`src/hw/vdp_mem_pkg.sv`:
```
package vdp_mem_pkg;

  // ============================================================
  // memory port
  // ============================================================

  // byte address width.
  localparam int ADDR_W = 40;

  // element and result width.
  localparam int WORD_W = 64;

  // ============================================================
  // vector geometry
  // ============================================================

  localparam int VEC_LEN_MAX = 8;

  // holds 0 through VEC_LEN_MAX.
  localparam int CNT_W = 4;

  // elements are packed words.
  localparam int ELEM_BYTES = 8;

  typedef enum logic {
    MEM_LOAD  = 1'b0,
    MEM_STORE = 1'b1
  } mem_op_e;

endpackage

```
`src/hw/vdp_csr_pkg.sv`:
```
package vdp_csr_pkg;

  // ============================================================
  // host register port
  // ============================================================

  localparam int CSR_ADDR_W = 3;
  localparam int CSR_DATA_W = 64;

  // register map.
  typedef enum logic [CSR_ADDR_W-1:0] {
    CSR_A_PTR   = 3'd0,
    CSR_B_PTR   = 3'd1,
    CSR_LEN     = 3'd2,
    CSR_START   = 3'd3,
    // read only, 1 when the engine is idle.
    CSR_STATUS  = 3'd4,
    CSR_RES_PTR = 3'd5
  } csr_addr_e;

endpackage
```
`src/hw/vdp_csr_regs.sv`:
```
`timescale 1ns/1ps

module vdp_csr_regs (
  input  logic                                clk_i,
  input  logic                                reset_i,
  input  logic                                csr_v_i,
  input  logic                                csr_we_i,
  input  vdp_csr_pkg::csr_addr_e              csr_addr_i,
  input  logic [vdp_csr_pkg::CSR_DATA_W-1:0]  csr_wdata_i,
  input  logic                                busy_i,
  input  logic                                done_i,
  output logic [vdp_csr_pkg::CSR_DATA_W-1:0]  csr_rdata_o,
  output logic                                csr_rvalid_o,
  output logic [vdp_mem_pkg::ADDR_W-1:0]      a_ptr_o,
  output logic [vdp_mem_pkg::ADDR_W-1:0]      b_ptr_o,
  output logic [vdp_mem_pkg::ADDR_W-1:0]      res_ptr_o,
  output logic [vdp_mem_pkg::CNT_W-1:0]       len_o,
  output logic                                start_o
);

  import vdp_csr_pkg::*;
  import vdp_mem_pkg::*;

  logic [ADDR_W-1:0] a_ptr_r;
  logic [ADDR_W-1:0] b_ptr_r;
  logic [ADDR_W-1:0] res_ptr_r;
  logic [CNT_W-1:0]  len_r;
  logic              start_r;
  logic              rvalid_r;
  logic [CSR_DATA_W-1:0] rdata_r;
  logic [CSR_DATA_W-1:0] rdata_n;

  // ============================================================
  // write decode
  // ============================================================

  always_ff @(posedge clk_i) begin
    if (reset_i) begin
      a_ptr_r   <= '0;
      b_ptr_r   <= '0;
      res_ptr_r <= '0;
      len_r     <= '0;
      start_r   <= 1'b0;
    end else begin
      if (csr_v_i && csr_we_i) begin
        case (csr_addr_i)
          CSR_A_PTR:   a_ptr_r   <= csr_wdata_i[ADDR_W-1:0];
          CSR_B_PTR:   b_ptr_r   <= csr_wdata_i[ADDR_W-1:0];
          CSR_RES_PTR: res_ptr_r <= csr_wdata_i[ADDR_W-1:0];
          CSR_START:   start_r   <= |csr_wdata_i;
          CSR_LEN: begin
            // clamp to the buffer depth.
            if (csr_wdata_i > CSR_DATA_W'(VEC_LEN_MAX)) begin
              len_r <= CNT_W'(VEC_LEN_MAX);
            end else begin
              len_r <= csr_wdata_i[CNT_W-1:0];
            end
          end
          default: ;
        endcase
      end
      // job finished.
      if (done_i) begin
        start_r <= 1'b0;
      end
    end
  end

  // ============================================================
  // read path
  // ============================================================

  always_comb begin
    case (csr_addr_i)
      CSR_A_PTR:   rdata_n = CSR_DATA_W'(a_ptr_r);
      CSR_B_PTR:   rdata_n = CSR_DATA_W'(b_ptr_r);
      CSR_RES_PTR: rdata_n = CSR_DATA_W'(res_ptr_r);
      CSR_LEN:     rdata_n = CSR_DATA_W'(len_r);
      CSR_START:   rdata_n = {{(CSR_DATA_W-1){1'b0}}, start_r};
      CSR_STATUS:  rdata_n = {{(CSR_DATA_W-1){1'b0}}, ~busy_i};
      default:     rdata_n = '0;
    endcase
  end

  always_ff @(posedge clk_i) begin
    if (reset_i) begin
      rvalid_r <= 1'b0;
    end else begin
      rvalid_r <= csr_v_i & ~csr_we_i;
    end
    rdata_r <= rdata_n;
  end

  assign csr_rdata_o  = rdata_r;
  assign csr_rvalid_o = rvalid_r;
  assign a_ptr_o      = a_ptr_r;
  assign b_ptr_o      = b_ptr_r;
  assign res_ptr_o    = res_ptr_r;
  assign len_o        = len_r;
  assign start_o      = start_r;

  // the engine only leaves idle on a start request.
  busy_after_start: assert property (@(posedge clk_i) disable iff (reset_i)
    $rose(busy_i) |-> $past(start_o));

endmodule

```
`config.mk`:
```
export PLATFORM = sky130hd
export DESIGN_NAME = vdp_csr_regs
export DESIGN_NICKNAME = d
export VERILOG_FILES = /design/src/hw/vdp_mem_pkg.sv /design/src/hw/vdp_csr_pkg.sv /design/src/hw/vdp_csr_regs.sv
export SDC_FILE = /design/constraint.sdc
export NUM_CORES = 1
export LEC_CHECK = 0
export BUFFER_PORTS_ARGS = -buffer_cell sky130_fd_sc_hd__buf_2
export CAP_MARGIN = 20
export CORE_UTILIZATION = 52
export DETAILED_ROUTE_END_ITERATION = 6
export PLACE_DENSITY_LB_ADDON = 0.25
export SLEW_MARGIN = 10
export SYNTH_ARGS = -nofsm -noshare
export SYNTH_HDL_FRONTEND = slang
export SYNTH_SLANG_ARGS = --single-unit
```
`constraint.sdc`:
```
create_clock -name clk_i -period 2.5 [get_ports clk_i]
set_input_delay 0.125 -clock clk_i [delete_from_list [all_inputs] [get_ports clk_i]]
set_output_delay 0.125 -clock clk_i [all_outputs]
set_load 0.05 [all_outputs]
```
==> results by group <==
Critical path
  • Worst Path Required: 2850 ps
  • Setup slack, reg-to-reg: 1610 ps
  • Buf/Inv on CP: 3
  • Crit path DAT: 2500 ps
  • Slowest stage delay, CP: 720 ps
  • Slowest cell on the critical path: nor3b_2
  • Worst Reg-to-Reg Cells: 4
  • Top Family by Delay on Critical Path: buffers and inverters
  • R2r startpoint: len_o[0]
  • Setup crit end kind: flop
  • Largest fanout on the critical path: 28
  • Reg2reg end: csr_rdata_o[0]
  • Cell count along the critical path: 7
  • Crit-path cells: dlygate4sd3_1, buf_2, nand3_1, nor3b_2, buf_4, nand2_1, a21oi_1
  • CP Class: in2reg
  • Crit path launch type: primary input

Clocking
  • Clock Tree Buf Depth: 2
  • Total clock sinks: 166
  • Clk_lat worst skew: 430 ps
  • H-tree depth: 4
  • Root Buffer: clkbuf_16
  • PostCTS Resize Cnt: 0
  • Setup bufs post-CTS: 0
  • CTS buffer count: 17
  • Worst-path clk slew: 60 ps
  • TritonCTS clock tree: done

Drt
  • Vias per inst: 5.28
  • Post-route ant nets: 0
  • 1st-iter DRT viols: 533
  • Routed wire length on met2: 9780 um
  • M1 wire length: 8270 um
  • DR DRC count: 0
  • Top Metal Used: met4
  • DR vias: 6,721
  • DRT Pass-1 Iters: 5
  • Detailed Route WL: 20,400 um
  • Met3 WL: 1520 um
  • Routed wire per std cell: 16.0 um

Layout
  • Layout cells sized above 1: 0.264
  • Area growth syn-to-layout: 34.7%
  • Finished Layout Cells: 1,272
  • # fillers: 972
  • Nets@finish: 1,164
  • Design area: 8800 um2
  • Diodes inserted: 0

Power
  • Maximum vdd drop: 439 uV
  • Standby leakage power: 3.95 nW
  • Power, Total: 5.97 mW
  • Pwr/cell area: 679 nW/um2

Logic synthesis
  • Share of flip-flops with an asynchronous set or reset: 0
  • Yosys Warn Count: 0
  • Synthesized instance count: 836
  • Most frequent cell after synthesis: nand2_1
  • Syn_area_per_cell: 7.82 um2
  • Dominant synthesized flop cell: dfxtp_1
  • Mapped Area: 6540 um2
  • Post-synth EDFFs: 0
  • Area share of the largest cell type after synthesis: 0.508
  • Yosys cell types: 32
  • Commonest cells post-synth: 250 x nand2_1, 166 x dfxtp_1, 160 x a21oi_1
  • Leading area contributor after synthesis: dfxtp_1
  • Synth top area cells: dfxtp_1 51%, nand2_1 14%, a21oi_1 12%
  • #FFs+latches synth: 166
  • Fraction of the yosys area taken by sequential cells: 0.508

Die
  • Die footprint: 13,000 um2
  • Initial Util: 0.540
  • Die Span Y: 114 um
  • Cell Rows: 40
  • DIE WIDTH: 114 um
  • Total core area: 12,100 um2
  • Ports: 263

Placement
  • Port bufs: 238
  • Placed instance count: 1,197
  • RD Place Congestion: 0.807
  • DP HPWL: 13,000 um
  • Placed cell area: 7760 um2

Outcome
  • Status: completed

Worst hold path
  • Hold depth: 2
  • Hold Crit Class: in2reg
  • Worst Hold Endpoint: csr_rdata_o[15]
  • Hold path startpoint: csr_addr_i[1]

Timing
  • RSZ-0062 raised after global routing: false
  • Slew at the pin with the worst max-slew slack: 1030 ps
  • Fmax: 465 MHz
  • TNS Setup: 0 ps
  • Slew HR: 0.312
  • Hold Slack: 97.2 ps
  • Ratio of final minimum period to clock period: 0.861
  • Clk_skew: 8.81 ps
  • Final Hold Violating Endpoints: 0
  • Final number of setup-violating endpoints: 0
  • Slew Viols, Final: 0
  • Min Tclk post-route: 2150 ps

Global route
  • Gr usage total: 0.311
  • Grt ovf: 0
  • First-pass GRT wire length: 31,200 um
  • Vias in the first global route: 6,063
  • Pin count of the biggest net entering global routing: 69
  • Initial antenna violation count: 0

Run
  • Max cap viols: 0
## report_power, final
| group | switching, mW | total (mW) | internal (mW) |
|---|---|---|---|
| clock | 1.03 | 2.70 | 1.67 |
| combinational | 0.413 | 0.578 | 0.164 |
| sequential | 0.0210 | 2.70 | 2.68 |
| total | 1.46 | 5.97 | 4.51 |
## per-layer routing
metal,vias up,global-route usage
met5,-,0
met4,0,0.160
met3,58,0.0672
met2,379,0.522
met1,3064,0.376
li1,3220,-
## worst register-to-register path: cells and delay by family (launching register included)
| family | cells | cell delay, ps |
|---|---|---|
| flops | 1 | 330 |
| mux | 1 | 140 |
| simple gates | 1 | 50 |
| compound gates | 2 | 250 |
## placed cells by master, fill, tap and decap left out, drive strengths merged
master / instances
nand2: 250
dlygate4sd3: 43
bufinv: 3
nor2: 83
a21oi: 160
and2: 1
nor4: 14
nand4: 3
nand3: 3
o31ai: 1
conb: 24
buf: 254
clkinv: 3
nand2b: 1
a31oi: 1
o41a: 1
clkinvlp: 2
or4: 3
o22ai: 1
dfxtp: 166
nor2b: 1
o21ai: 3
o41ai: 3
nor3: 4
or3b: 1
nor3b: 2
o31a: 1
mux2i: 41
clkbuf: 24
or3: 1
and3b: 1
inv: 5
## registers in the layout, indices dropped and copies added (netlist names)
signal / count
len_o: 4
res_ptr_o: 40
start_o: 1
a_ptr_o: 40
csr_rvalid_o: 1
csr_rdata_o: 40
b_ptr_o: 40
## final cells by class
type / instances / area (um2) / area share
Clock inverter: 8 / 120 / 0.0136
Tap cell: 168 / 210 / 0.0239
Multi-Input combinational cell: 604 / 2880 / 0.328
Sequential cell: 166 / 3320 / 0.377
Clock buffer: 24 / 492 / 0.0558
Timing Repair Buffer: 297 / 1760 / 0.200
Inverter: 5 / 18.8 / 0.00213
## stage by stage
step	utilization	worst slack (ps)
after floorplan	-	1090
after global placement	0.641	441
after detailed placement	0.641	400
after CTS	0.727	396
after global routing	0.727	201
final	0.727	348
## kinds of logic after synthesis
kind of cell,count (synthesis),synth area share
mux,41,0.0628
buf+inv,89,0.0668
compound gates,171,0.135
simple gates,368,0.227
other cells,1,0.000574
flops,166,0.508
## what timing repair did
action,CTS,global route
hold buffers,43,0
hold endpoints to repair,120,0
setup endpoints to repair,0,0
## worst max-delay path by stage
stage / startpoint / endpoint
4_1_cts: csr_we_i / res_ptr_o[19]
3_5_place_dp: csr_addr_i[2] / res_ptr_o[1]
5_1_grt: csr_we_i / res_ptr_o[25]
2_1_floorplan: csr_wdata_i[30] / start_o
6_report: csr_we_i / res_ptr_o[19]
3_3_place_gp: csr_addr_i[2] / res_ptr_o[33]
No activity file was read; power rests on OpenSTA's default activity.
