File: src/hw/vdp_mem_pkg.sv
package vdp_mem_pkg;

  // ============================================================
  // memory port
  // ============================================================

  // byte address width.
  localparam int ADDR_W = 40;

  // element and result width.
  localparam int WORD_W = 64;

  // ============================================================
  // vector geometry
  // ============================================================

  localparam int VEC_LEN_MAX = 8;

  // holds 0 through VEC_LEN_MAX.
  localparam int CNT_W = 4;

  // elements are packed words.
  localparam int ELEM_BYTES = 8;

  typedef enum logic {
    MEM_LOAD  = 1'b0,
    MEM_STORE = 1'b1
  } mem_op_e;

endpackage

File: src/hw/vdp_fetch_ctrl.sv
`timescale 1ns/1ps

module vdp_fetch_ctrl (
  input  logic                            clk_i,
  input  logic                            reset_i,
  input  logic                            start_i,
  input  logic [vdp_mem_pkg::ADDR_W-1:0]  a_ptr_i,
  input  logic [vdp_mem_pkg::ADDR_W-1:0]  b_ptr_i,
  input  logic [vdp_mem_pkg::ADDR_W-1:0]  res_ptr_i,
  input  logic [vdp_mem_pkg::CNT_W-1:0]   len_i,
  input  logic [vdp_mem_pkg::CNT_W-1:0]   count_a_i,
  input  logic [vdp_mem_pkg::CNT_W-1:0]   count_b_i,
  input  logic                            mem_ready_i,
  input  logic                            mem_resp_v_i,
  input  logic                            sum_v_i,
  input  logic [vdp_mem_pkg::WORD_W-1:0]  sum_i,
  output logic                            mem_v_o,
  output vdp_mem_pkg::mem_op_e            mem_op_o,
  output logic [vdp_mem_pkg::ADDR_W-1:0]  mem_addr_o,
  output logic [vdp_mem_pkg::WORD_W-1:0]  mem_wdata_o,
  output logic                            buf_clear_o,
  output logic                            buf_wr_o,
  output logic                            buf_sel_b_o,
  output logic                            sum_start_o,
  output logic                            busy_o,
  output logic                            done_o
);

  import vdp_mem_pkg::*;

  typedef enum logic [2:0] {
    IDLE,
    LOAD_REQ,
    LOAD_WAIT,
    SUM_WAIT,
    STORE_REQ,
    STORE_WAIT
  } state_e;

  state_e state_r;
  state_e state_n;
  logic   sel_b_r;
  logic   sel_b_n;
  logic [WORD_W-1:0] sum_r;
  logic [CNT_W-1:0]  active_cnt;
  logic [ADDR_W-1:0] load_base;
  logic              load_due;

  // active vector and its next element.
  assign active_cnt = sel_b_r ? count_b_i : count_a_i;
  assign load_base  = sel_b_r ? b_ptr_i : a_ptr_i;
  assign load_due   = active_cnt < len_i;

  // ============================================================
  // next state
  // ============================================================

  always_comb begin
    state_n     = state_r;
    sel_b_n     = sel_b_r;
    buf_clear_o = 1'b0;
    buf_wr_o    = 1'b0;
    sum_start_o = 1'b0;
    done_o      = 1'b0;
    case (state_r)
      IDLE: begin
        if (start_i) begin
          buf_clear_o = 1'b1;
          sel_b_n     = 1'b0;
          state_n     = LOAD_REQ;
        end
      end
      LOAD_REQ: begin
        if (!load_due) begin
          if (sel_b_r) begin
            // both vectors in the buffers.
            sum_start_o = 1'b1;
            state_n     = SUM_WAIT;
          end else begin
            sel_b_n = 1'b1;
          end
        end else if (mem_ready_i) begin
          state_n = LOAD_WAIT;
        end
      end
      LOAD_WAIT: begin
        if (mem_resp_v_i) begin
          buf_wr_o = 1'b1;
          state_n  = LOAD_REQ;
        end
      end
      SUM_WAIT: begin
        if (sum_v_i) begin
          state_n = STORE_REQ;
        end
      end
      STORE_REQ: begin
        if (mem_ready_i) begin
          state_n = STORE_WAIT;
        end
      end
      STORE_WAIT: begin
        // store acknowledged.
        if (mem_resp_v_i) begin
          done_o  = 1'b1;
          state_n = IDLE;
        end
      end
      default: state_n = IDLE;
    endcase
  end

  always_ff @(posedge clk_i) begin
    if (reset_i) begin
      state_r <= IDLE;
      sel_b_r <= 1'b0;
    end else begin
      state_r <= state_n;
      sel_b_r <= sel_b_n;
    end
    if (state_r == SUM_WAIT && sum_v_i) begin
      sum_r <= sum_i;
    end
  end

  // ============================================================
  // memory request
  // ============================================================

  assign mem_v_o     = (state_r == LOAD_REQ && load_due) || state_r == STORE_REQ;
  assign mem_op_o    = (state_r == STORE_REQ) ? MEM_STORE : MEM_LOAD;
  assign mem_addr_o  = (state_r == STORE_REQ) ? res_ptr_i
                     : load_base + ADDR_W'(active_cnt) * ADDR_W'(ELEM_BYTES);
  assign mem_wdata_o = sum_r;
  assign buf_sel_b_o = sel_b_r;
  assign busy_o      = state_r != IDLE;

  // a stalled request keeps its fields until it is taken.
  req_stable: assert property (@(posedge clk_i) disable iff (reset_i)
    mem_v_o && !mem_ready_i |=> mem_v_o && $stable(mem_op_o)
      && $stable(mem_addr_o) && $stable(mem_wdata_o));

endmodule

File: config.mk
export PLATFORM = sky130hd
export DESIGN_NAME = vdp_fetch_ctrl
export DESIGN_NICKNAME = d
export VERILOG_FILES = /design/src/hw/vdp_mem_pkg.sv /design/src/hw/vdp_fetch_ctrl.sv
export SDC_FILE = /design/constraint.sdc
export NUM_CORES = 1
export LEC_CHECK = 0
export BUFFER_PORTS_ARGS = -buffer_cell sky130_fd_sc_hd__clkbuf_2
export CORE_MARGIN = 4
export CORE_UTILIZATION = 30
export CTS_BUF_LIST = sky130_fd_sc_hd__clkbuf_8 sky130_fd_sc_hd__clkbuf_16
export DETAILED_ROUTE_END_ITERATION = 8
export HOLD_SLACK_MARGIN = 0.03
export SYNTH_ARGS = -nofsm -noshare
export SYNTH_HDL_FRONTEND = slang
export SYNTH_SLANG_ARGS = --single-unit
File: constraint.sdc
create_clock -name clk_i -period 4.6 [get_ports clk_i]
set_input_delay 0.69 -clock clk_i [delete_from_list [all_inputs] [get_ports clk_i]]
set_output_delay 0.69 -clock clk_i [all_outputs]
set_load 0.02 [all_outputs]
==> results of run 1 <==
## synth_stat cells, types with 8 or more instances
cell	number
inv_1	11
nand2_1	43
o21ai_0	20
mux2_2	13
nor2_1	27
nand3_1	19
mux2i_1	25
nor2b_1	8
edfxtp_1	64
nand3b_1	11
xor2_1	20
a21oi_1	22
xnor2_1	15
clkbuf_1	12
## cell families (layout without fill, tap and decap cells)
kind of cell / count (synthesis) / count (layout) / share of synthesized area [%]
compound gates: 83 / 83 / 12.9
fa+ha+maj: 8 / 8 / 2.45
xor+xnor: 35 / 35 / 6.99
buf+inv: 34 / 345 / 3.60
mux: 38 / 38 / 9.05
flops: 68 / 68 / 45.7
simple gates: 149 / 149 / 19.3
## final cells by class
class | instances | area [sq um]
clock inverters | 5 | 23.8
clock buffers | 9 | 225
multi-input cells | 313 | 2230
well taps | 180 | 225
repair buffers | 319 | 1610
fillers | 1397 | 7730
flip-flops and latches | 68 | 2010
inverters | 12 | 45.0
## critical path: cells and delay by family (launching register included)
kind                       cells  cell delay, ps
muxes                          1             260
and+or+nand+nor                3             880
adders and majority gates      2             590
buffers and inverters          3             470
AOI/OAI and AO/OA              2             320
DFF                            1             390
xor gates and xnor gates       1             170
## sequential cells by signal, indices dropped and copies added, names as in the netlist
name / count
mem_wdata_o: 64
buf_sel_b_o: 1
state_r: 3
## metal layers
metal  wire (microns)  vias up
met5               20        -
met4              552        2
met3             1560       32
met2             8220      248
met1             5840     2087
li1                 -     2163
## per-stage QoR
| step | hold slack, ps | total power (W) | cell area, sq um | setup WS (ps) | util, % |
|---|---|---|---|---|---|
| finish | 544 | 0.00235 | 6360 | 515 | 45.1 |
| global route | 529 | 0.00248 | 6360 | 271 | 45.1 |
| CTS | 529 | 0.00237 | 6360 | 498 | 45.1 |
| detailed placement | 608 | 0.00180 | 6110 | 581 | 43.4 |
| global placement | 573 | 0.00178 | 6110 | 641 | 43.4 |
| floorplan | 619 | 0.00145 | 4380 | 12.4 | - |
## power by group through the flow
stage               logic, W  registers (W)  clock network (W)
global placement     0.00101       0.000770                  0
finish               0.00102       0.000760           0.000566
CTS                  0.00103       0.000760           0.000583
global route         0.00111       0.000766           0.000607
detailed placement   0.00102       0.000772                  0
floorplan           0.000668       0.000784                  0
## path summary, 6_finish.rpt
path | startpoint | to | slack, ps | depth (start not counted)
min | sum_i[55] | mem_wdata_o[55]$_DFFE_PP_ | 540 | 1
max reg2reg | buf_sel_b_o$_SDFFE_PP0P_ | state_r[0]$_SDFFE_PP0P_ | 1970 | 9
min reg2reg | state_r[0]$_SDFFE_PP0P_ | state_r[0]$_SDFFE_PP0P_ | 610 | 2
max | buf_sel_b_o$_SDFFE_PP0P_ | mem_addr_o[35] | 510 | 12
==> impl_metrics.tcl, run 1 <==
set metrics [dict create \
    worstPathRequired_ps 3910 \
    setup_violations 0 \
    p_leak_nw 2.83 \
    port_buffers 313 \
    core_area_sq_um 14100 \
    worst_pin_slew_ps 967 \
    fin_skew_ps 3.28 \
    nets 933 \
    firstDrtPassIters 8 \
    met1_usage_pct 19.9 \
    syn_nets 625 \
    use_met3_pct 5.15 \
    ctsResizeCount 0 \
    ir_drop_mv 0.174 \
    switchingPower_w 0.000870 \
    setup_tns_ps 0 \
    final_cell_mix "clkbuf_2, edfxtp_1, nand2_1, nor2_1, mux2i_1" \
    io_pins 314 \
    cts_buffers 9 \
    holdBufCountCts 0 \
    grtUsageTotal_pct 18.5 \
    drc 0 \
    hold_violations 0 \
    hold_class "in2reg" \
    synth-seq-cells 68 \
    final_cells 906 \
    synth_seq_area_share_pct 45.7 \
    yosysWarnings 0 \
    ys.flop_type "edfxtp_1" \
    via_per_inst 5.00 \
    die_height_microns 129 \
    postSynthAreaPerCell_sq_um 10.6 \
    postCtsSetupRepairBufs 0 \
    grtUsageMet2_pct 33.4 \
    rsz0062_at_grt "false" \
    dieArea_sq_um 16600 \
    pwr-share-seq_pct 32.4 \
    power_frac_clock_pct 24.1 \
    clockBufferDepth 2 \
    clock-sinks 68 \
    dp_hpwl_mm 14.0 \
    num_vias 4532 \
    p_per_area_nw_per_um2 369 \
    period_minus_slack_ps 4090 \
    end_kind "output port" \
    initial_core_util_pct 31.1 \
    crit_chain "mux2_2 -> ha_1 -> inv_1 -> fa_1 -> nand2b_1 -> a221oi_2 -> buf_4 -> and4_1 -> nor4b_2 -> xor2_1 -> a21oi_1 -> clkbuf_2" \
    clk_latency_ps 320 \
    p_int_w 0.00148 \
    status "finished clean" \
    synth_area_leaders "edfxtp_1, mux2i_1, xor2_1" \
    cts_tree "yes" \
    grt-ovfl-total 0 \
    drive_above_1_share_pct 49.9 \
    die-width_microns 129 \
    crit_type "reg2out" \
    grt_pass1_wl_mm 23.6 \
    netlist_instances 415 \
    worst-path-max-fanout 11 \
    postRouteAntennaNets 0 \
    synth.top_cell.area_share_pct 43.8 \
    syn_area_sq_um 4380 \
    drv_slew 0 \
    swShare_pct 37.1 \
    num_antenna_cells 0 \
    cpPeakStageDelay_ps 400 \
    grt_pass1_vias 4611 \
    yosys.area.top_type "edfxtp_1" \
    dp.cells 892 \
    slew-limit-headroom_pct 35.6 \
    drt-total-wl_mm 16.2 \
    synth_edf_count 64 \
    pwr-share-comb_pct 43.5 \
    postSynth.asyncResetShare_pct 0 \
    synthDistinctLibCells 61 \
    clkSlewWorstSetupHoldPaths_ps 50 \
    start_kind "flip-flop" \
    drt_iter0_markers 199 \
    wire_per_inst_microns 17.9 \
    max_freq_ghz 0.245 \
    grt_max_degree 45 \
    cts-root-buf "clkbuf_16" \
    gp_congestion 0.876 \
    crit_arrival_ps 3400 \
    antenna_found_initial 1 \
    crit_path_top_delay_cell "and4_1" \
    busiest_layer "met2" \
    drv_cap 0 \
    htree_levels 3 \
    final_common_cell "clkbuf_2" \
    fin_crit_sh_pct 88.8 \
    syn2layout_area_growth_pct 45.1 \
    row_count 43 \
]
(Power assumes the default switching activity.)
==> run 2, diff against run 1 <==
--- a/config.mk
+++ b/config.mk
@@ -6,11 +6,15 @@
 export NUM_CORES = 1
 export LEC_CHECK = 0
 export BUFFER_PORTS_ARGS = -buffer_cell sky130_fd_sc_hd__clkbuf_2
+export CELL_PAD_IN_SITES_DETAIL_PLACEMENT = 1
+export CELL_PAD_IN_SITES_GLOBAL_PLACEMENT = 1
 export CORE_MARGIN = 4
-export CORE_UTILIZATION = 30
+export CORE_UTILIZATION = 29
 export CTS_BUF_LIST = sky130_fd_sc_hd__clkbuf_8 sky130_fd_sc_hd__clkbuf_16
 export DETAILED_ROUTE_END_ITERATION = 8
 export HOLD_SLACK_MARGIN = 0.03
+export PLACE_DENSITY = 0.9
+export SLEW_MARGIN = 10
 export SYNTH_ARGS = -nofsm -noshare
 export SYNTH_HDL_FRONTEND = slang
 export SYNTH_SLANG_ARGS = --single-unit
==> run 2 against run 1 <==
  * Cell count up 0.66%
  * First-iteration DRC count shrank 13%
  * Critical path depth unchanged
  * Flip-flop and latch count did not move
  * Fmax is essentially flat
  * Register-to-register slack improved by 30 ps
  * Critical path type unchanged
==> impl_metrics.tcl, run 2 (synthesis gave the netlist of run 1 again) <==
set metrics [dict create \
    wire_per_inst_microns 20.0 \
    start_kind "flip-flop" \
    grt_max_degree 54 \
    drv_slew 0 \
    p_per_area_nw_per_um2 391 \
    die_height_microns 131 \
    crit_type "reg2out" \
    fin_crit_sh_pct 88.9 \
    power_frac_clock_pct 28.7 \
    antenna_found_initial 0 \
    clockBufferDepth 2 \
    final_cell_mix "clkbuf_2, edfxtp_1, nand2_1, nor2_1, mux2i_1" \
    num_antenna_cells 0 \
    switchingPower_w 0.000897 \
    largest_reg_flops 64 \
    end_kind "output port" \
    worst-path-max-fanout 10 \
    cts_buffers 9 \
    fillers 1744 \
    final_common_cell "clkbuf_2" \
    die-width_microns 131 \
    status "finished clean" \
    grt_pass1_wl_mm 25.7 \
    crit_path_top_delay_cell "dfxtp_4" \
    crit_chain "mux2_2 -> ha_1 -> inv_1 -> fa_1 -> nand2b_1 -> a221oi_2 -> buf_4 -> and4_1 -> nor4b_2 -> xor2_1 -> a21oi_1 -> clkbuf_2" \
    postRouteAntennaNets 0 \
    total_power_w 0.00252 \
    pwr-share-comb_pct 41.1 \
    hold_ws_ps 542 \
    postCtsSetupRepairBufs 0 \
    ctsResizeCount 0 \
    dieArea_sq_um 17100 \
    crit_arrival_ps 3400 \
    period_minus_slack_ps 4090 \
    cts_tree "yes" \
    gp_congestion 0.838 \
    fin_skew_ps 7.54 \
    num_vias 4532 \
    core_area_sq_um 14600 \
    ir_drop_mv 0.169 \
    hold_violations 0 \
    setup_violations 0 \
    grt-ovfl-total 0 \
    nets 933 \
    worstPathRequired_ps 3910 \
    syn2layout_area_growth_pct 46.9 \
    row_count 44 \
    hold_class "in2reg" \
    firstDrtPassIters 4 \
    initial_core_util_pct 29.9 \
    drc 0 \
    cpPeakStageDelay_ps 400 \
    clk_latency_ps 320 \
    setup_tns_ps 0 \
    grt_pass1_vias 4806 \
    pwr-share-seq_pct 30.3 \
    worst_pin_slew_ps 1040 \
    p_leak_nw 2.88 \
    grtUsageTotal_pct 20.0 \
    htree_levels 3 \
    clkSlewWorstSetupHoldPaths_ps 50 \
    p_int_w 0.00162 \
    dp_hpwl_mm 15.7 \
    drt_iter0_markers 173 \
    dp.cells 896 \
    rsz0062_at_grt "false" \
    final_cells 912 \
    max_freq_ghz 0.245 \
    cts-root-buf "clkbuf_16" \
    io_pins 314 \
    drive_above_1_share_pct 50.0 \
    slew-limit-headroom_pct 30.6 \
    clock-sinks 68 \
    drt-total-wl_mm 18.2 \
    port_buffers 313 \
    swShare_pct 35.6 \
    drv_cap 0 \
    holdBufCountCts 0 \
    via_per_inst 4.97 \
]
## run 2: metrics by stage
stage / setup WS, ps / util (%) / instance area, sq um
after floorplan: 12.4 / - / 4380
after global placement: 625 / 41.8 / 6120
after detailed placement: 558 / 41.8 / 6120
after CTS: 477 / 44.0 / 6440
after global routing: 288 / 44.0 / 6440
final: 512 / 44.0 / 6440
## run 2: routing by layer
metal	track usage, %	share of wire (%)	vias to the layer above
met5	0	0	-
met4	5.38	1.3	0
met3	5.00	9.0	12
met2	39.8	55	213
met1	20.3	35	2132
li1	-	-	2175
## run 2: final cells by class
| cell class | count | area (sq um) | share of cell area, % |
|---|---|---|---|
| Sequential cell | 68 | 2010 | 31.1 |
| Tap cell | 184 | 230 | 3.57 |
| Clock inverter | 5 | 71.3 | 1.11 |
| Timing Repair Buffer | 319 | 1610 | 25.0 |
| Clock buffer | 11 | 253 | 3.92 |
| Inverter | 12 | 45.0 | 0.699 |
| Multi-Input combinational cell | 313 | 2230 | 34.6 |
## run 2: critical path, delay by kind of cell (launching register included)
family	cells	cell delay, ps
XOR/XNOR	1	100
multiplexers	1	270
AND/OR/NAND/NOR	3	860
flip-flops	1	400
AO/OA/AOI/OAI	2	390
adder cells (fa/ha/maj)	2	600
buffers and inverters	3	440
## run 2: power groups by stage
stage | logic (W) | clock network, W | registers [W]
after floorplan | 0.000668 | 0 | 0.000784
after global placement | 0.00102 | 0 | 0.000769
after detailed placement | 0.00104 | 0 | 0.000774
after CTS | 0.00105 | 0.000742 | 0.000762
after global routing | 0.00113 | 0.000774 | 0.000767
final | 0.00103 | 0.000722 | 0.000762
## run 2: final timing paths
kind | slack (ps) | endpoint | startpoint | depth (start not counted)
max | 510 | mem_addr_o[35] | buf_sel_b_o$_SDFFE_PP0P_ | 12
min | 540 | mem_wdata_o[48]$_DFFE_PP_ | sum_i[48] | 1
max reg2reg | 2000 | state_r[0]$_SDFFE_PP0P_ | buf_sel_b_o$_SDFFE_PP0P_ | 9
min reg2reg | 600 | state_r[0]$_SDFFE_PP0P_ | state_r[0]$_SDFFE_PP0P_ | 2
==> run 3, diff against run 2 <==
--- a/config.mk
+++ b/config.mk
@@ -6,14 +6,16 @@
 export NUM_CORES = 1
 export LEC_CHECK = 0
 export BUFFER_PORTS_ARGS = -buffer_cell sky130_fd_sc_hd__clkbuf_2
+export CAP_MARGIN = 30
 export CELL_PAD_IN_SITES_DETAIL_PLACEMENT = 1
 export CELL_PAD_IN_SITES_GLOBAL_PLACEMENT = 1
 export CORE_MARGIN = 4
-export CORE_UTILIZATION = 29
+export CORE_UTILIZATION = 23
 export CTS_BUF_LIST = sky130_fd_sc_hd__clkbuf_8 sky130_fd_sc_hd__clkbuf_16
 export DETAILED_ROUTE_END_ITERATION = 8
 export HOLD_SLACK_MARGIN = 0.03
-export PLACE_DENSITY = 0.9
+export PLACE_DENSITY = 0.75
+export REMOVE_ABC_BUFFERS = 1
 export SLEW_MARGIN = 10
 export SYNTH_ARGS = -nofsm -noshare
 export SYNTH_HDL_FRONTEND = slang
==> run 3 against run 2 <==
  * Critical path type unchanged
  * Fmax barely moved
  * Sequential share of layout area fell by 0.33 points
  * Die area rose by 24%
  * Cell count rose by 5.6%
  * Worst setup slack got worse by 2.2 ps
  * Sequential power barely moved
  * Utilization fell by 9.2 points
  * Clock-buffer cell count fell by 2
  * Register-to-register slack improved by 40 ps
  * Largest cell class unchanged
==> impl_metrics.tcl, run 3 (synthesis gave the netlist of run 1 again) <==
set metrics [dict create \
    drive_above_1_share_pct 50.5 \
    io_pins 314 \
    crit_type "reg2out" \
    htree_levels 3 \
    hold_violations 0 \
    final_common_cell "clkbuf_2" \
    largest_reg_flops 64 \
    grt_max_degree 66 \
    use_met3_pct 5.25 \
    firstDrtPassIters 4 \
    drt_iter0_markers 155 \
    wire_per_inst_microns 18.6 \
    fin_crit_sh_pct 88.9 \
    num_vias 4522 \
    gp_congestion 0.822 \
    grtUsageMet2_pct 31.5 \
    met1_usage_pct 16.7 \
    hold_ws_ps 540 \
    crit_arrival_ps 3400 \
    fillers 2239 \
    cts_tree "yes" \
    row_count 50 \
    grt-ovfl-total 0 \
    p_per_area_nw_per_um2 388 \
    port_buffers 313 \
    drv_slew 0 \
    busiest_layer "met2" \
    p_leak_nw 2.86 \
    max_freq_ghz 0.244 \
    utilization_pct 34.8 \
    syn2layout_area_growth_pct 48.5 \
    clock-sinks 68 \
    grtUsageTotal_pct 16.2 \
    cpPeakStageDelay_ps 400 \
    status "finished clean" \
    total_power_w 0.00253 \
    grt_pass1_wl_mm 27.4 \
    fin_skew_ps 6.82 \
    clkSlewWorstSetupHoldPaths_ps 60 \
    setup_violations 0 \
    dieArea_sq_um 21300 \
    initial_core_util_pct 23.4 \
    ir_drop_mv 0.171 \
    die-width_microns 146 \
    nets 934 \
    dp_hpwl_mm 15.3 \
    drv_cap 0 \
    grt_pass1_vias 4974 \
    num_antenna_cells 0 \
    period_minus_slack_ps 4090 \
    die_height_microns 146 \
    ctsResizeCount 0 \
    holdBufCountCts 0 \
    rsz0062_at_grt "false" \
    worstPathRequired_ps 3910 \
    cts-root-buf "clkbuf_16" \
    multiInputGateArea_sq_um 2230 \
    drc 0 \
    worst-path-max-fanout 11 \
    crit_path_top_delay_cell "dfxtp_4" \
    seqCellArea_sq_um 2010 \
    hold_class "in2reg" \
    core_area_sq_um 18700 \
    crit_chain "mux2_2 -> ha_1 -> inv_1 -> fa_1 -> nand2b_1 -> a221oi_2 -> buf_4 -> and4_1 -> nor4b_2 -> xor2_1 -> a21oi_1 -> clkbuf_2" \
    final_cell_mix "clkbuf_2, edfxtp_1, nand2_1, nor2_1, mux2i_1" \
    cts_buffers 9 \
    clk_latency_ps 320 \
    antenna_found_initial 1 \
    via_per_inst 4.70 \
    start_kind "flip-flop" \
    postCtsSetupRepairBufs 0 \
    postRouteAntennaNets 0 \
    end_kind "output port" \
    worst_pin_slew_ps 834 \
    clockBufferDepth 2 \
    drt-total-wl_mm 18.0 \
    slew-limit-headroom_pct 44.4 \
]
==> run 3: layout make-up <==
cell class	instances	area share [%]
Multi-Input combinational cell	313	34.2
Sequential cell	68	30.8
Timing Repair Buffer	320	24.9
Tap cell	234	4.50
Clock buffer	9	3.46
Clock inverter	7	1.50
Inverter	12	0.692
==> run 3: critical path, delay by kind of cell (launching register included) <==
kind                       cells  cell delay (ps)
AOI/OAI and AO/OA              2              300
xor gates and xnor gates       1              190
adders and majority gates      2              590
buffers and inverters          3              430
DFF                            1              400
muxes                          1              260
and+or+nand+nor                3              900
==> run 3: final timing paths <==
path                                                from                        to  slack, ps  cells past startpoint
worst max-delay path            buf_sel_b_o$_SDFFE_PP0P_            mem_addr_o[35]        510                     12
worst min-delay path                            sum_i[7]  mem_wdata_o[7]$_DFFE_PP_        540                      1
worst max register to register  buf_sel_b_o$_SDFFE_PP0P_   state_r[0]$_SDFFE_PP0P_       2040                      9
worst min register to register   state_r[0]$_SDFFE_PP0P_   state_r[0]$_SDFFE_PP0P_        600                      2
==> run 3: per-layer routing <==
| metal | wire length, microns | vias to the layer above |
|---|---|---|
| li1 | - | 2176 |
| met3 | 1600 | 17 |
| met5 | 13 | - |
| met2 | 9490 | 228 |
| met1 | 6610 | 2099 |
| met4 | 235 | 2 |
==> run 3: per-stage QoR <==
stage | setup WS (ps) | std cells | cell area (sq um) | TNS [ps]
5_1_grt | 223 | 963 | 6510 | 0
4_1_cts | 466 | 963 | 6510 | 0
2_1_floorplan | -1010 | 393 | 4270 | -19680
6_report | 510 | 963 | 6510 | 0
3_5_place_dp | 552 | 947 | 6190 | 0
3_3_place_gp | 593 | 947 | 6190 | 0
==> run 3: where the power goes <==
group / total [W] / internal [W] / switching [W]
clock: 0.000727 / 0.000477 / 0.000251
sequential: 0.000761 / 0.000724 / 0.0000363
combinational: 0.00104 / 0.000399 / 0.000639
total: 0.00253 / 0.00160 / 0.000926
