==> config.mk <==
export PLATFORM = sky130hd
export DESIGN_NAME = vdp_vector_buf
export DESIGN_NICKNAME = d
export VERILOG_FILES = /design/src/hw/vdp_mem_pkg.sv /design/src/hw/vdp_vector_buf.sv
export SDC_FILE = /design/constraint.sdc
export NUM_CORES = 1
export LEC_CHECK = 0
export BUFFER_PORTS_ARGS = -buffer_cell sky130_fd_sc_hd__buf_2
export CAP_MARGIN = 20
export CELL_PAD_IN_SITES_DETAIL_PLACEMENT = 0
export CELL_PAD_IN_SITES_GLOBAL_PLACEMENT = 1
export CORE_AREA = 2 2 427 429
export DETAILED_ROUTE_END_ITERATION = 10
export DIE_AREA = 0 0 429 431
export HOLD_SLACK_MARGIN = 0.05
export PLACE_DENSITY_LB_ADDON = 0.1
export SLEW_MARGIN = 30
export SYNTH_ARGS = -nofsm -noshare
export SYNTH_HDL_FRONTEND = slang
export SYNTH_SLANG_ARGS = --single-unit
==> constraint.sdc <==
create_clock -name clk_i -period 6.12 [get_ports clk_i]
set_clock_uncertainty 0.2 [all_clocks]
set_input_delay 0.918 -clock clk_i [delete_from_list [all_inputs] [get_ports clk_i]]
set_output_delay 0.918 -clock clk_i [all_outputs]
set_load 0.05 [all_outputs]
==> src/hw/vdp_mem_pkg.sv <==
package vdp_mem_pkg;

  // ============================================================
  // memory port
  // ============================================================

  // byte address width.
  localparam int ADDR_W = 40;

  // element and result width.
  localparam int WORD_W = 64;

  // ============================================================
  // vector geometry
  // ============================================================

  localparam int VEC_LEN_MAX = 8;

  // holds 0 through VEC_LEN_MAX.
  localparam int CNT_W = 4;

  // elements are packed words.
  localparam int ELEM_BYTES = 8;

  typedef enum logic {
    MEM_LOAD  = 1'b0,
    MEM_STORE = 1'b1
  } mem_op_e;

endpackage

==> src/hw/vdp_vector_buf.sv <==
`timescale 1ns/1ps

module vdp_vector_buf (
  input  logic                                clk_i,
  input  logic                                reset_i,
  input  logic                                clear_i,
  input  logic                                wr_i,
  input  logic                                sel_b_i,
  input  logic [vdp_mem_pkg::WORD_W-1:0]      wdata_i,
  output logic [vdp_mem_pkg::VEC_LEN_MAX-1:0][vdp_mem_pkg::WORD_W-1:0] vec_a_o,
  output logic [vdp_mem_pkg::VEC_LEN_MAX-1:0][vdp_mem_pkg::WORD_W-1:0] vec_b_o,
  output logic [vdp_mem_pkg::CNT_W-1:0]       count_a_o,
  output logic [vdp_mem_pkg::CNT_W-1:0]       count_b_o
);

  import vdp_mem_pkg::*;

  // index 0 holds vector A, index 1 vector B.
  logic [VEC_LEN_MAX-1:0][WORD_W-1:0] vec_r [2];
  logic [CNT_W-1:0]                   cnt_r [2];

  always_ff @(posedge clk_i) begin
    for (int b = 0; b < 2; b++) begin
      if (reset_i || clear_i) begin
        cnt_r[b] <= '0;
      end else if (wr_i && sel_b_i == b[0]) begin
        cnt_r[b] <= cnt_r[b] + 1'b1;
      end
      // unused slots stay zero after a clear.
      for (int i = 0; i < VEC_LEN_MAX; i++) begin
        if (clear_i) begin
          vec_r[b][i] <= '0;
        end else if (wr_i && sel_b_i == b[0] && cnt_r[b] == CNT_W'(i)) begin
          vec_r[b][i] <= wdata_i;
        end
      end
    end
  end

  assign vec_a_o   = vec_r[0];
  assign vec_b_o   = vec_r[1];
  assign count_a_o = cnt_r[0];
  assign count_b_o = cnt_r[1];

  // controller never loads past the buffer depth.
  no_overfill: assert property (@(posedge clk_i) disable iff (reset_i)
    wr_i |-> cnt_r[sel_b_i] < CNT_W'(VEC_LEN_MAX));

endmodule

==> impl_metrics.json, run 1 <==
{
  "status": "completed",
  "antenna_violations_before_repair": 10,
  "cp_cell_sequence": "buf_4 -> nor3b_1 -> a21o_4 -> buf_4",
  "power.static_leakage_nw": 19.8,
  "p_clk_share_pct": 41.2,
  "cts_hold_buf": 0,
  "tns_ns": 0,
  "worst_setup_path_end_kind": "flop",
  "post_drt_via_cell_ratio": 4.07,
  "post_synth_design_cell_area_mm2": 0.0374,
  "post-cts-setup-buffers": 0,
  "share_comb_of_total_power_pct": 12.0,
  "timing.max_cap.violations": 0,
  "cts_made_buffers": 130,
  "net_switching_share_of_the_total_power_pct": 28.8,
  "die_area_mm2": 0.185,
  "max_slew.worst_pin.slew_ns": 1.17,
  "slew_headroom_pct": 22.1,
  "post_cts_resized": 0,
  "synth-seq-area-share_pct": 82.8,
  "crit_path_max_fanout": 40,
  "area.sequential_mm2": 0.0310,
  "cts.sink_count": 1032,
  "cts_htree_levels": 4,
  "wire_per_inst_um": 29.6,
  "timing.setup.critical_path_class": "flop to flop",
  "core_region_area_mm2": 0.180,
  "boundaryPins": 1101,
  "drc_errors": 0,
  "initial_core_util_pct": 20.8,
  "antenna-diode-count": 0,
  "max_clock_freq_mhz": 292,
  "timing.final.hold_violations": 0,
  "grt_start_max_net_pins": 108,
  "gp_congestion": 0.763,
  "worst_skew_pair.late_latency_ns": 0.79,
  "first_iter_violations": 1543,
  "syn-instance-count": 2519,
  "timing.critical_path.from_type": "flop",
  "synth.ff_latch_count": 1032,
  "worst-endpoint-required_ns": 6.35,
  "global_route.usage.total_pct": 19.0,
  "final_net_count": 3733,
  "routed-via-count": 24888,
  "powerDensity_mw_per_mm2": 353,
  "yosys_warnings": 0,
  "grt-ovfl-total": 0,
  "hold_class": "primary input to flop",
  "critical_path_arrival_ns": 3.65,
  "slowest_stage": "sky130_fd_sc_hd__a21o_4",
  "dp_hpwl_mm": 129,
  "tritoncts": "done",
  "power.internal_w": 0.0125,
  "syn_to_layout_area_delta_pct": 32.6,
  "synth.avg_cell_area_um2": 14.9,
  "io_buffer_count": 1100,
  "post-route-period-util_pct": 55.9,
  "setup_repair_after_global_routing_missed_its_margin": "no",
  "row_count": 156,
  "worst_path_largest_cell_delay_ns": 0.81,
  "num-fill-cells": 18803,
  "wp_buf_inv": 2,
  "post_route_core_utilization_pct": 27.6,
  "net-switching-power_w": 0.00504,
  "clockRootBuffer": "sky130_fd_sc_hd__clkbuf_16",
  "clk_path_buf_depth": 3,
  "critical-path-top-delay-family": "buffers and inverters",
  "syn-num-nets": 2596,
  "multi_input_gate_area_mm2": 0.00574,
  "number_of_slew_limit_violations_in_the_final_report": 0,
  "drt.antenna.violating_nets": 0,
  "post_route_cells_drive_above_1_share_pct": 35.5,
  "ys_types": 20,
  "drt_wl_total_mm": 181,
  "most_repeated_library_cell_on_the_critical_path": "sky130_fd_sc_hd__buf_4",
  "setup_viol_count_final": 0,
  "share_seq_of_total_power_pct": 46.7,
  "peakVddDrop_mv": 0.245,
  "detail_route.first_pass.iterations": 5,
  "clk_transition_reported_paths_ns": 0.06,
  "chipWidth_um": 429,
  "period_needed_ns": 3.42,
  "grt_pass1_wl_mm": 237,
  "die-height_um": 431,
  "grt_pass1_vias": 25199
}
[path summary, 6_finish.rpt]
check / from / end / slack, ns / cells past startpoint
worst max-delay path: cnt_r[0][2]$_SDFFCE_PN0P_ / vec_r[0][412]$_SDFFCE_PN0P_ / 2.70 / 4
worst min-delay path: wdata_i[50] / vec_r[0][114]$_SDFFCE_PN0P_ / 0.40 / 3
worst max register to register: cnt_r[0][2]$_SDFFCE_PN0P_ / vec_r[0][412]$_SDFFCE_PN0P_ / 2.70 / 4
worst min register to register: cnt_r[0][0]$_SDFFCE_PN0P_ / cnt_r[0][0]$_SDFFCE_PN0P_ / 0.49 / 1
[sequential cells by signal, indices dropped and copies added (netlist names)]
signal and cells:
cnt_r 8, vec_r 1024
[stage by stage]
| stage | cells | power, W | hold slack [ns] | setup WS, ns | instance area, µm² |
|---|---|---|---|---|---|
| 3_3_place_gp | 5888 | 0.0105 | 0.478 | 2.16 | 45600 |
| 4_1_cts | 6114 | 0.0178 | 0.338 | 2.63 | 49600 |
| 5_1_grt | 6115 | 0.0181 | 0.381 | 2.55 | 49600 |
| 3_5_place_dp | 5893 | 0.0105 | 0.496 | 2.10 | 45700 |
| 6_report | 6115 | 0.0175 | 0.402 | 2.70 | 49600 |
| 2_1_floorplan | 2519 | 0.00966 | 0.704 | 2.68 | 37400 |
[cell families (layout without fill, tap and decap cells)]
kind of cell	count (synthesis)	count (layout)	share of synthesized area, %
compound gates	16	16	0.321
fa+ha+maj	8	8	0.268
buf+inv	147	1373	2.35
simple gates	1312	1312	14.2
xor+xnor	4	4	0.0936
flops	1032	1032	82.8
[cell usage after synthesis]
cell type	count	area share, %
sky130_fd_sc_hd__nand3_1	3	0.040
sky130_fd_sc_hd__and3_1	1	0.017
sky130_fd_sc_hd__clkbuf_1	25	0.25
sky130_fd_sc_hd__buf_2	85	1.1
sky130_fd_sc_hd__nor4b_4	1	0.064
sky130_fd_sc_hd__xor2_1	2	0.047
sky130_fd_sc_hd__xnor2_1	2	0.047
sky130_fd_sc_hd__nor2b_1	1	0.017
sky130_fd_sc_hd__buf_6	27	0.81
sky130_fd_sc_hd__inv_1	5	0.050
sky130_fd_sc_hd__nand2b_1	129	2.2
sky130_fd_sc_hd__ha_1	8	0.27
sky130_fd_sc_hd__a21o_1	16	0.32
sky130_fd_sc_hd__and4bb_2	1	0.033
sky130_fd_sc_hd__edfxtp_1	1032	83
sky130_fd_sc_hd__nor2_1	1032	10
sky130_fd_sc_hd__nand2_1	140	1.4
sky130_fd_sc_hd__nor3b_1	2	0.040
sky130_fd_sc_hd__nor3_1	2	0.027
sky130_fd_sc_hd__buf_4	5	0.10
[worst reg2reg max path, cell delays in order, from the launching register on]
cell                       delay, ns
sky130_fd_sc_hd__edfxtp_1       0.32
sky130_fd_sc_hd__buf_4          0.39
sky130_fd_sc_hd__nor3b_1        0.68
sky130_fd_sc_hd__a21o_4         0.81
sky130_fd_sc_hd__buf_4          0.63
[final cells by class]
class,count,area share [%]
Clock buffer,173,7.01
Clock inverter,48,0.774
Inverter,5,0.0378
Multi-Input combinational cell,1340,11.6
Sequential cell,1032,62.4
Tap cell,2370,5.97
Timing Repair Buffer,1147,12.2
[power groups by stage]
stage	logic [W]	registers [W]	clock network [W]
6_report	0.00211	0.00818	0.00722
5_1_grt	0.00218	0.00821	0.00767
4_1_cts	0.00216	0.00819	0.00743
3_5_place_dp	0.00216	0.00833	0
3_3_place_gp	0.00215	0.00834	0
2_1_floorplan	0.000287	0.00937	0
[cells in the final DEF (no fill, tap or decap), types with 6 or more instances in the layout]
cell type / synthesis / final
sky130_fd_sc_hd__a21o_4: 0 / 16
sky130_fd_sc_hd__buf_12: 0 / 8
sky130_fd_sc_hd__buf_2: 85 / 1100
sky130_fd_sc_hd__buf_4: 5 / 34
sky130_fd_sc_hd__clkbuf_1: 25 / 40
sky130_fd_sc_hd__clkbuf_16: 0 / 133
sky130_fd_sc_hd__clkinv_1: 0 / 25
sky130_fd_sc_hd__clkinv_2: 0 / 8
sky130_fd_sc_hd__clkinv_8: 0 / 6
sky130_fd_sc_hd__edfxtp_1: 1032 / 1032
sky130_fd_sc_hd__ha_1: 8 / 8
sky130_fd_sc_hd__nand2_1: 140 / 132
sky130_fd_sc_hd__nand2_4: 0 / 7
sky130_fd_sc_hd__nand2b_1: 129 / 129
sky130_fd_sc_hd__nor2_1: 1032 / 1032
[metal layers]
metal	GRT usage, %	wire length, µm	share of wire [%]	vias to the layer above
met3	6.21	12900	7.1	219
met1	21.8	70000	39	12783
met5	0	26	0.014	-
li1	-	-	-	10936
met2	32.9	91300	50	946
met4	7.03	6850	3.8	4
(Power assumes the default switching activity.)
==> run 2: changes to the inputs <==
--- a/config.mk
+++ b/config.mk
@@ -9,9 +9,9 @@
 export CAP_MARGIN = 20
 export CELL_PAD_IN_SITES_DETAIL_PLACEMENT = 0
 export CELL_PAD_IN_SITES_GLOBAL_PLACEMENT = 1
-export CORE_AREA = 2 2 427 429
+export CORE_AREA = 2 2 431 433
 export DETAILED_ROUTE_END_ITERATION = 10
-export DIE_AREA = 0 0 429 431
+export DIE_AREA = 0 0 433 435
 export HOLD_SLACK_MARGIN = 0.05
 export PLACE_DENSITY_LB_ADDON = 0.1
 export SLEW_MARGIN = 30
==> constraint.sdc (replaced) <==
create_clock -name clk_i -period 3 [get_ports clk_i]
set_clock_uncertainty 0.2 [all_clocks]
set_input_delay 0.45 -clock clk_i [delete_from_list [all_inputs] [get_ports clk_i]]
set_output_delay 0.45 -clock clk_i [all_outputs]
set_load 0.05 [all_outputs]
==> run 2 against run 1 <==
Routed wire length increased by 1.0%. Non-clock buffer count increased by 100. Sequential share of layout area decreased by 1.9 points. Critical path type is now flop to output port.
==> impl_metrics.json, run 2 (synthesis gave the netlist of run 1 again) <==
{
  "global_route.usage.total_pct": 19.0,
  "grt_pass1_vias": 25808,
  "final_cell_mix": "sky130_fd_sc_hd__buf_2 (1100), sky130_fd_sc_hd__nor2_1 (1032), sky130_fd_sc_hd__edfxtp_1 (1032)",
  "reg.largest.list": "vec_r (1024), cnt_r (8)",
  "timing.final.hold_violations": 0,
  "slew_headroom_pct": 58.4,
  "boundaryPins": 1101,
  "worst_path_largest_cell_delay_ns": 0.44,
  "drt.antenna.violating_nets": 0,
  "post_route_cells_drive_above_1_share_pct": 35.5,
  "peakVddDrop_mv": 0.356,
  "final_common_cell": "sky130_fd_sc_hd__buf_2",
  "status": "completed",
  "tns_ns": 0,
  "worst_hold_startpoint": "clear_i",
  "crit_path_max_fanout": 77,
  "worst-endpoint-required_ns": 2.35,
  "worst_setup_path_end_kind": "output port",
  "wire_per_inst_um": 28.9,
  "timing.max_cap.violations": 0,
  "max_slew.worst_pin.slew_ns": 0.625,
  "tritoncts": "done",
  "drt_wl_total_mm": 183,
  "syn_to_layout_area_delta_pct": 36.9,
  "max_clock_freq_mhz": 358,
  "first_iter_violations": 1533,
  "timing.setup.critical_path_class": "flop to output port",
  "detail_route.first_pass.iterations": 5,
  "num-fill-cells": 19350,
  "dp_hpwl_mm": 128,
  "number_of_slew_limit_violations_in_the_final_report": 0,
  "smallest_hold_slack_ns": 0.221,
  "clk_transition_reported_paths_ns": 0.06,
  "slowest_stage": "sky130_fd_sc_hd__edfxtp_1",
  "final_net_count": 3835,
  "chipWidth_um": 433,
  "post_drt_via_cell_ratio": 4.03,
  "cts_made_buffers": 132,
  "setup.worst_path.start": "cnt_r[0][2]$_SDFFCE_PN0P_",
  "io_buffer_count": 1100,
  "clockRootBuffer": "sky130_fd_sc_hd__clkbuf_16",
  "critical_path_arrival_ns": 2.14,
  "row_count": 158,
  "clk_path_buf_depth": 3,
  "die_area_mm2": 0.188,
  "post-route-period-util_pct": 93.0,
  "cts_htree_levels": 4,
  "grt_start_max_net_pins": 78,
  "setup_repair_after_global_routing_missed_its_margin": "no",
  "power.static_leakage_nw": 20.5,
  "period_needed_ns": 2.79,
  "grt_pass1_wl_mm": 242,
  "core_region_area_mm2": 0.184,
  "largest_register_ffs": 1024,
  "drc_errors": 0,
  "cp_cell_sequence": "buf_12 -> buf_2",
  "gp_congestion": 0.774,
  "powerDensity_mw_per_mm2": 705,
  "initial_core_util_pct": 20.3,
  "reg2reg_from": "cnt_r[0][3]$_SDFFCE_PN0P_",
  "max_flop_register": "vec_r",
  "timing.critical_path.from_type": "flop",
  "worst_skew_pair.late_latency_ns": 0.78,
  "routed-via-count": 25528,
  "die-height_um": 435,
  "setup_viol_count_final": 0,
  "cts.sink_count": 1032,
  "grt-ovfl-total": 0,
  "antenna_violations_before_repair": 4,
  "hold_class": "primary input to flop"
}
[run 2: cell type report]
cell class	count	area, µm²	area share (%)
Tap cell	2480	3100	6.06
Clock inverter	54	457	0.891
Sequential cell	1032	31000	60.5
Clock buffer	177	3470	6.78
Inverter	5	18.8	0.0366
Timing Repair Buffer	1247	7460	14.6
Antenna cell	1	2.50	0.00488
Multi-Input combinational cell	1340	5730	11.2
[run 2: path summary, 6_finish.rpt]
path	endpoint	slack [ns]	cells after the start
worst max-delay path	count_a_o[2]	0.21	2
worst min-delay path	vec_r[1][2]$_SDFFCE_PN0P_	0.22	2
worst max register to register	vec_r[0][395]$_SDFFCE_PN0P_	0.52	4
worst min register to register	cnt_r[0][0]$_SDFFCE_PN0P_	0.49	1
[run 2: metrics by stage]
stage | cell area, µm² | power, W | instances | util, % | worst slack [ns]
4_1_cts | 51200 | 0.0368 | 6335 | 27.8 | 0.146
3_5_place_dp | 46600 | 0.0215 | 6036 | 25.3 | 0.397
6_report | 51200 | 0.0361 | 6336 | 27.8 | 0.209
3_3_place_gp | 46600 | 0.0215 | 6036 | 25.3 | 0.396
5_1_grt | 51200 | 0.0373 | 6335 | 27.8 | 0.130
2_1_floorplan | 37400 | 0.0197 | 2519 | - | 0.207
[run 2: layer usage]
metal  GRT usage, %  part of all wire (%)  up-vias
met5              0                     0        -
met4           8.10                   4.3        0
met3           6.15                   7.6      251
met2           32.5                    50      980
met1           21.6                    38    13141
li1               -                     -    11156
[run 2: worst max-delay path: cells and delay by family, from the launching register on]
kind	cells	cell delay, ns
buffers and inverters	2	0.71
DFF	1	0.44
[run 2: report_power, final]
| part | switching (W) | leakage [nW] | internal [W] |
|---|---|---|---|
| logic | 0.00380 | 7.91 | 0.000732 |
| clock network | 0.00659 | 1.90 | 0.00837 |
| registers | 0.000176 | 10.7 | 0.0165 |
| total | 0.0106 | 20.5 | 0.0256 |
[run 2: repair_timing]
item | CTS | global route
resized for setup | 1 | 0
hold buffers | 67 | 0
endpoints found under the setup margin | 1 | 0
hold endpoints to repair | 955 | 0
setup buffers | 0 | 0
==> run 3: changes to the inputs <==
--- a/config.mk
+++ b/config.mk
@@ -5,13 +5,13 @@
 export SDC_FILE = /design/constraint.sdc
 export NUM_CORES = 1
 export LEC_CHECK = 0
-export BUFFER_PORTS_ARGS = -buffer_cell sky130_fd_sc_hd__buf_2
 export CAP_MARGIN = 20
 export CELL_PAD_IN_SITES_DETAIL_PLACEMENT = 0
 export CELL_PAD_IN_SITES_GLOBAL_PLACEMENT = 1
-export CORE_AREA = 2 2 431 433
+export CORE_AREA = 2 2 435 437
 export DETAILED_ROUTE_END_ITERATION = 10
-export DIE_AREA = 0 0 433 435
+export DIE_AREA = 0 0 437 439
+export DONT_BUFFER_PORTS = 1
 export HOLD_SLACK_MARGIN = 0.05
 export PLACE_DENSITY_LB_ADDON = 0.1
 export SLEW_MARGIN = 30
==> run 3 against run 2 <==
Sequential share of layout area up 7.8 points. Power shrank 4.2%. Core utilization decreased by 3.6 points. First-iteration DRC count up 7.2%. Via count fell by 17%. Cell count is 17% lower. Combinational power decreased by 68%. Global-route usage down 1.5 points. Clock power decreased by 7%. Maximum frequency down 1.3%. Design area shrank 11%. Worst setup slack got worse by 0.037 ns. Highest routed layer is now met5.
==> impl_metrics.json, run 3 (synthesis gave the netlist of run 1 again) <==
{
  "status": "completed",
  "die_area_mm2": 0.192,
  "crit_path_max_fanout": 35,
  "grt_pass1_wl_mm": 226,
  "grt_pass1_vias": 21629,
  "detailedPlace.worstSlack_ns": 0.621,
  "worst-endpoint-required_ns": 3.40,
  "first_iter_violations": 1643,
  "grt-ovfl-total": 0,
  "post_route_cells_drive_above_1_share_pct": 9.54,
  "worst_skew_pair.late_latency_ns": 0.76,
  "setup_viol_count_final": 0,
  "clockRootBuffer": "sky130_fd_sc_hd__clkbuf_16",
  "drc_errors": 0,
  "cts_hold_buf": 72,
  "grt_start_max_net_pins": 132,
  "syn_to_layout_area_delta_pct": 21.3,
  "setup_repair_after_global_routing_missed_its_margin": "no",
  "post-cts-setup-buffers": 0,
  "core_region_area_mm2": 0.187,
  "die-height_um": 439,
  "post-route-period-util_pct": 94.3,
  "reg.largest.list": "vec_r (1024), cnt_r (8)",
  "cts.sink_count": 1032,
  "timing.setup.critical_path_class": "flop to flop",
  "power.static_leakage_nw": 15.4,
  "chipWidth_um": 437,
  "postLayoutSetupSlackWorst_ns": 0.172,
  "number_of_slew_limit_violations_in_the_final_report": 0,
  "cts_made_buffers": 120,
  "slew_headroom_pct": 40.4,
  "period_needed_ns": 2.83,
  "max_clock_freq_mhz": 354,
  "gp_congestion": 0.813,
  "tns_ns": 0,
  "timing.final.hold_violations": 0,
  "peakVddDrop_mv": 0.442,
  "post_drt_via_cell_ratio": 4.04,
  "clk_path_buf_depth": 3,
  "overall_power_of_the_completed_layout_w": 0.0346,
  "detail_route.first_pass.iterations": 5,
  "row_count": 159,
  "max_flop_register": "vec_r",
  "timing.critical_path.from_type": "flop",
  "drt_wl_total_mm": 174,
  "antenna_violations_before_repair": 9,
  "initial_core_util_pct": 20.0,
  "final_cell_mix": "sky130_fd_sc_hd__nor2_1 (1032), sky130_fd_sc_hd__edfxtp_1 (1032), sky130_fd_sc_hd__nand2_1 (132)",
  "tritoncts": "done",
  "io_buffer_count": 0,
  "max_slew.worst_pin.slew_ns": 0.894,
  "final_net_count": 2727,
  "routed-via-count": 21179,
  "num-fill-cells": 19494,
  "critical_path_arrival_ns": 3.22,
  "worst_setup_path_end_kind": "flop",
  "hold_class": "primary input to flop",
  "global_route.usage.total_pct": 17.5,
  "boundaryPins": 1101,
  "cts_htree_levels": 3,
  "drt.antenna.violating_nets": 0,
  "dp_hpwl_mm": 121,
  "clk_transition_reported_paths_ns": 0.06,
  "powerDensity_mw_per_mm2": 763,
  "largest_register_ffs": 1024,
  "post_cts_resized": 0,
  "wire_per_inst_um": 33.2,
  "timing.max_cap.violations": 0
}
## run 3: cell types whose count changed in the layout (fill, tap and decap cells not counted), sizes merged
cell	before	now
dlygate4sd3	67	72
clkinv	37	57
buf	1179	79
bufbuf	1	0
clkbuf	177	151
bufinv	2	4
clkinvlp	1	3
diode	1	5
inv	19	9
## run 3: power breakdown
part | internal, W | total (W) | switching, W
combinational | 0.000297 | 0.00145 | 0.00115
sequential | 0.0165 | 0.0192 | 0.00264
clock | 0.00787 | 0.0140 | 0.00614
total | 0.0247 | 0.0346 | 0.00993
## run 3: worst max-delay path: stages (launching register included)
cell and delay [ns]:
sky130_fd_sc_hd__edfxtp_1 0.47, sky130_fd_sc_hd__nor4b_4 0.28, sky130_fd_sc_hd__dlygate4sd3_1 0.59, sky130_fd_sc_hd__buf_4 0.18, sky130_fd_sc_hd__nand2_4 0.29, sky130_fd_sc_hd__buf_12 0.30
sky130_fd_sc_hd__buf_4 0.17, sky130_fd_sc_hd__nor2_1 0.11
## run 3: final timing paths
kind	startpoint	end	slack, ns	cells past startpoint
min reg2reg	cnt_r[0][0]$_SDFFCE_PN0P_	cnt_r[0][0]$_SDFFCE_PN0P_	0.47	1
min	wr_i	vec_r[1][255]$_SDFFCE_PN0P_	0.16	3
max	cnt_r[0][3]$_SDFFCE_PN0P_	vec_r[0][463]$_SDFFCE_PN0P_	0.17	7
max reg2reg	cnt_r[0][3]$_SDFFCE_PN0P_	vec_r[0][463]$_SDFFCE_PN0P_	0.17	7
## run 3: per-layer routing
metal	track usage, %	share of wire (%)
met1	19.3	37
met2	32.0	53
met3	5.86	7.8
met4	4.76	2.3
met5	0	0.016
## run 3: cell type report
type                       count  area, µm²  area share (%)
clock inverter                68        429           0.945
inverter                       5       18.8          0.0413
tap                         2495       3120            6.88
antenna                        5       12.5          0.0276
timing repair buffer         151       1860            4.11
clock buffer                 151       3230            7.11
sequential                  1032      31000            68.3
multi-input combinational   1340       5730            12.6
## run 3: through the flow
stage | std cells | hold WS, ns | util [%] | instance area (µm²)
after global routing | 5244 | 0.109 | 24.3 | 45400
final | 5247 | 0.163 | 24.3 | 45400
after detailed placement | 4951 | 0.462 | 21.9 | 41000
after CTS | 5242 | 0.0532 | 24.3 | 45400
after global placement | 4951 | 0.436 | 21.9 | 41000
after floorplan | 2519 | 0.513 | - | 37400
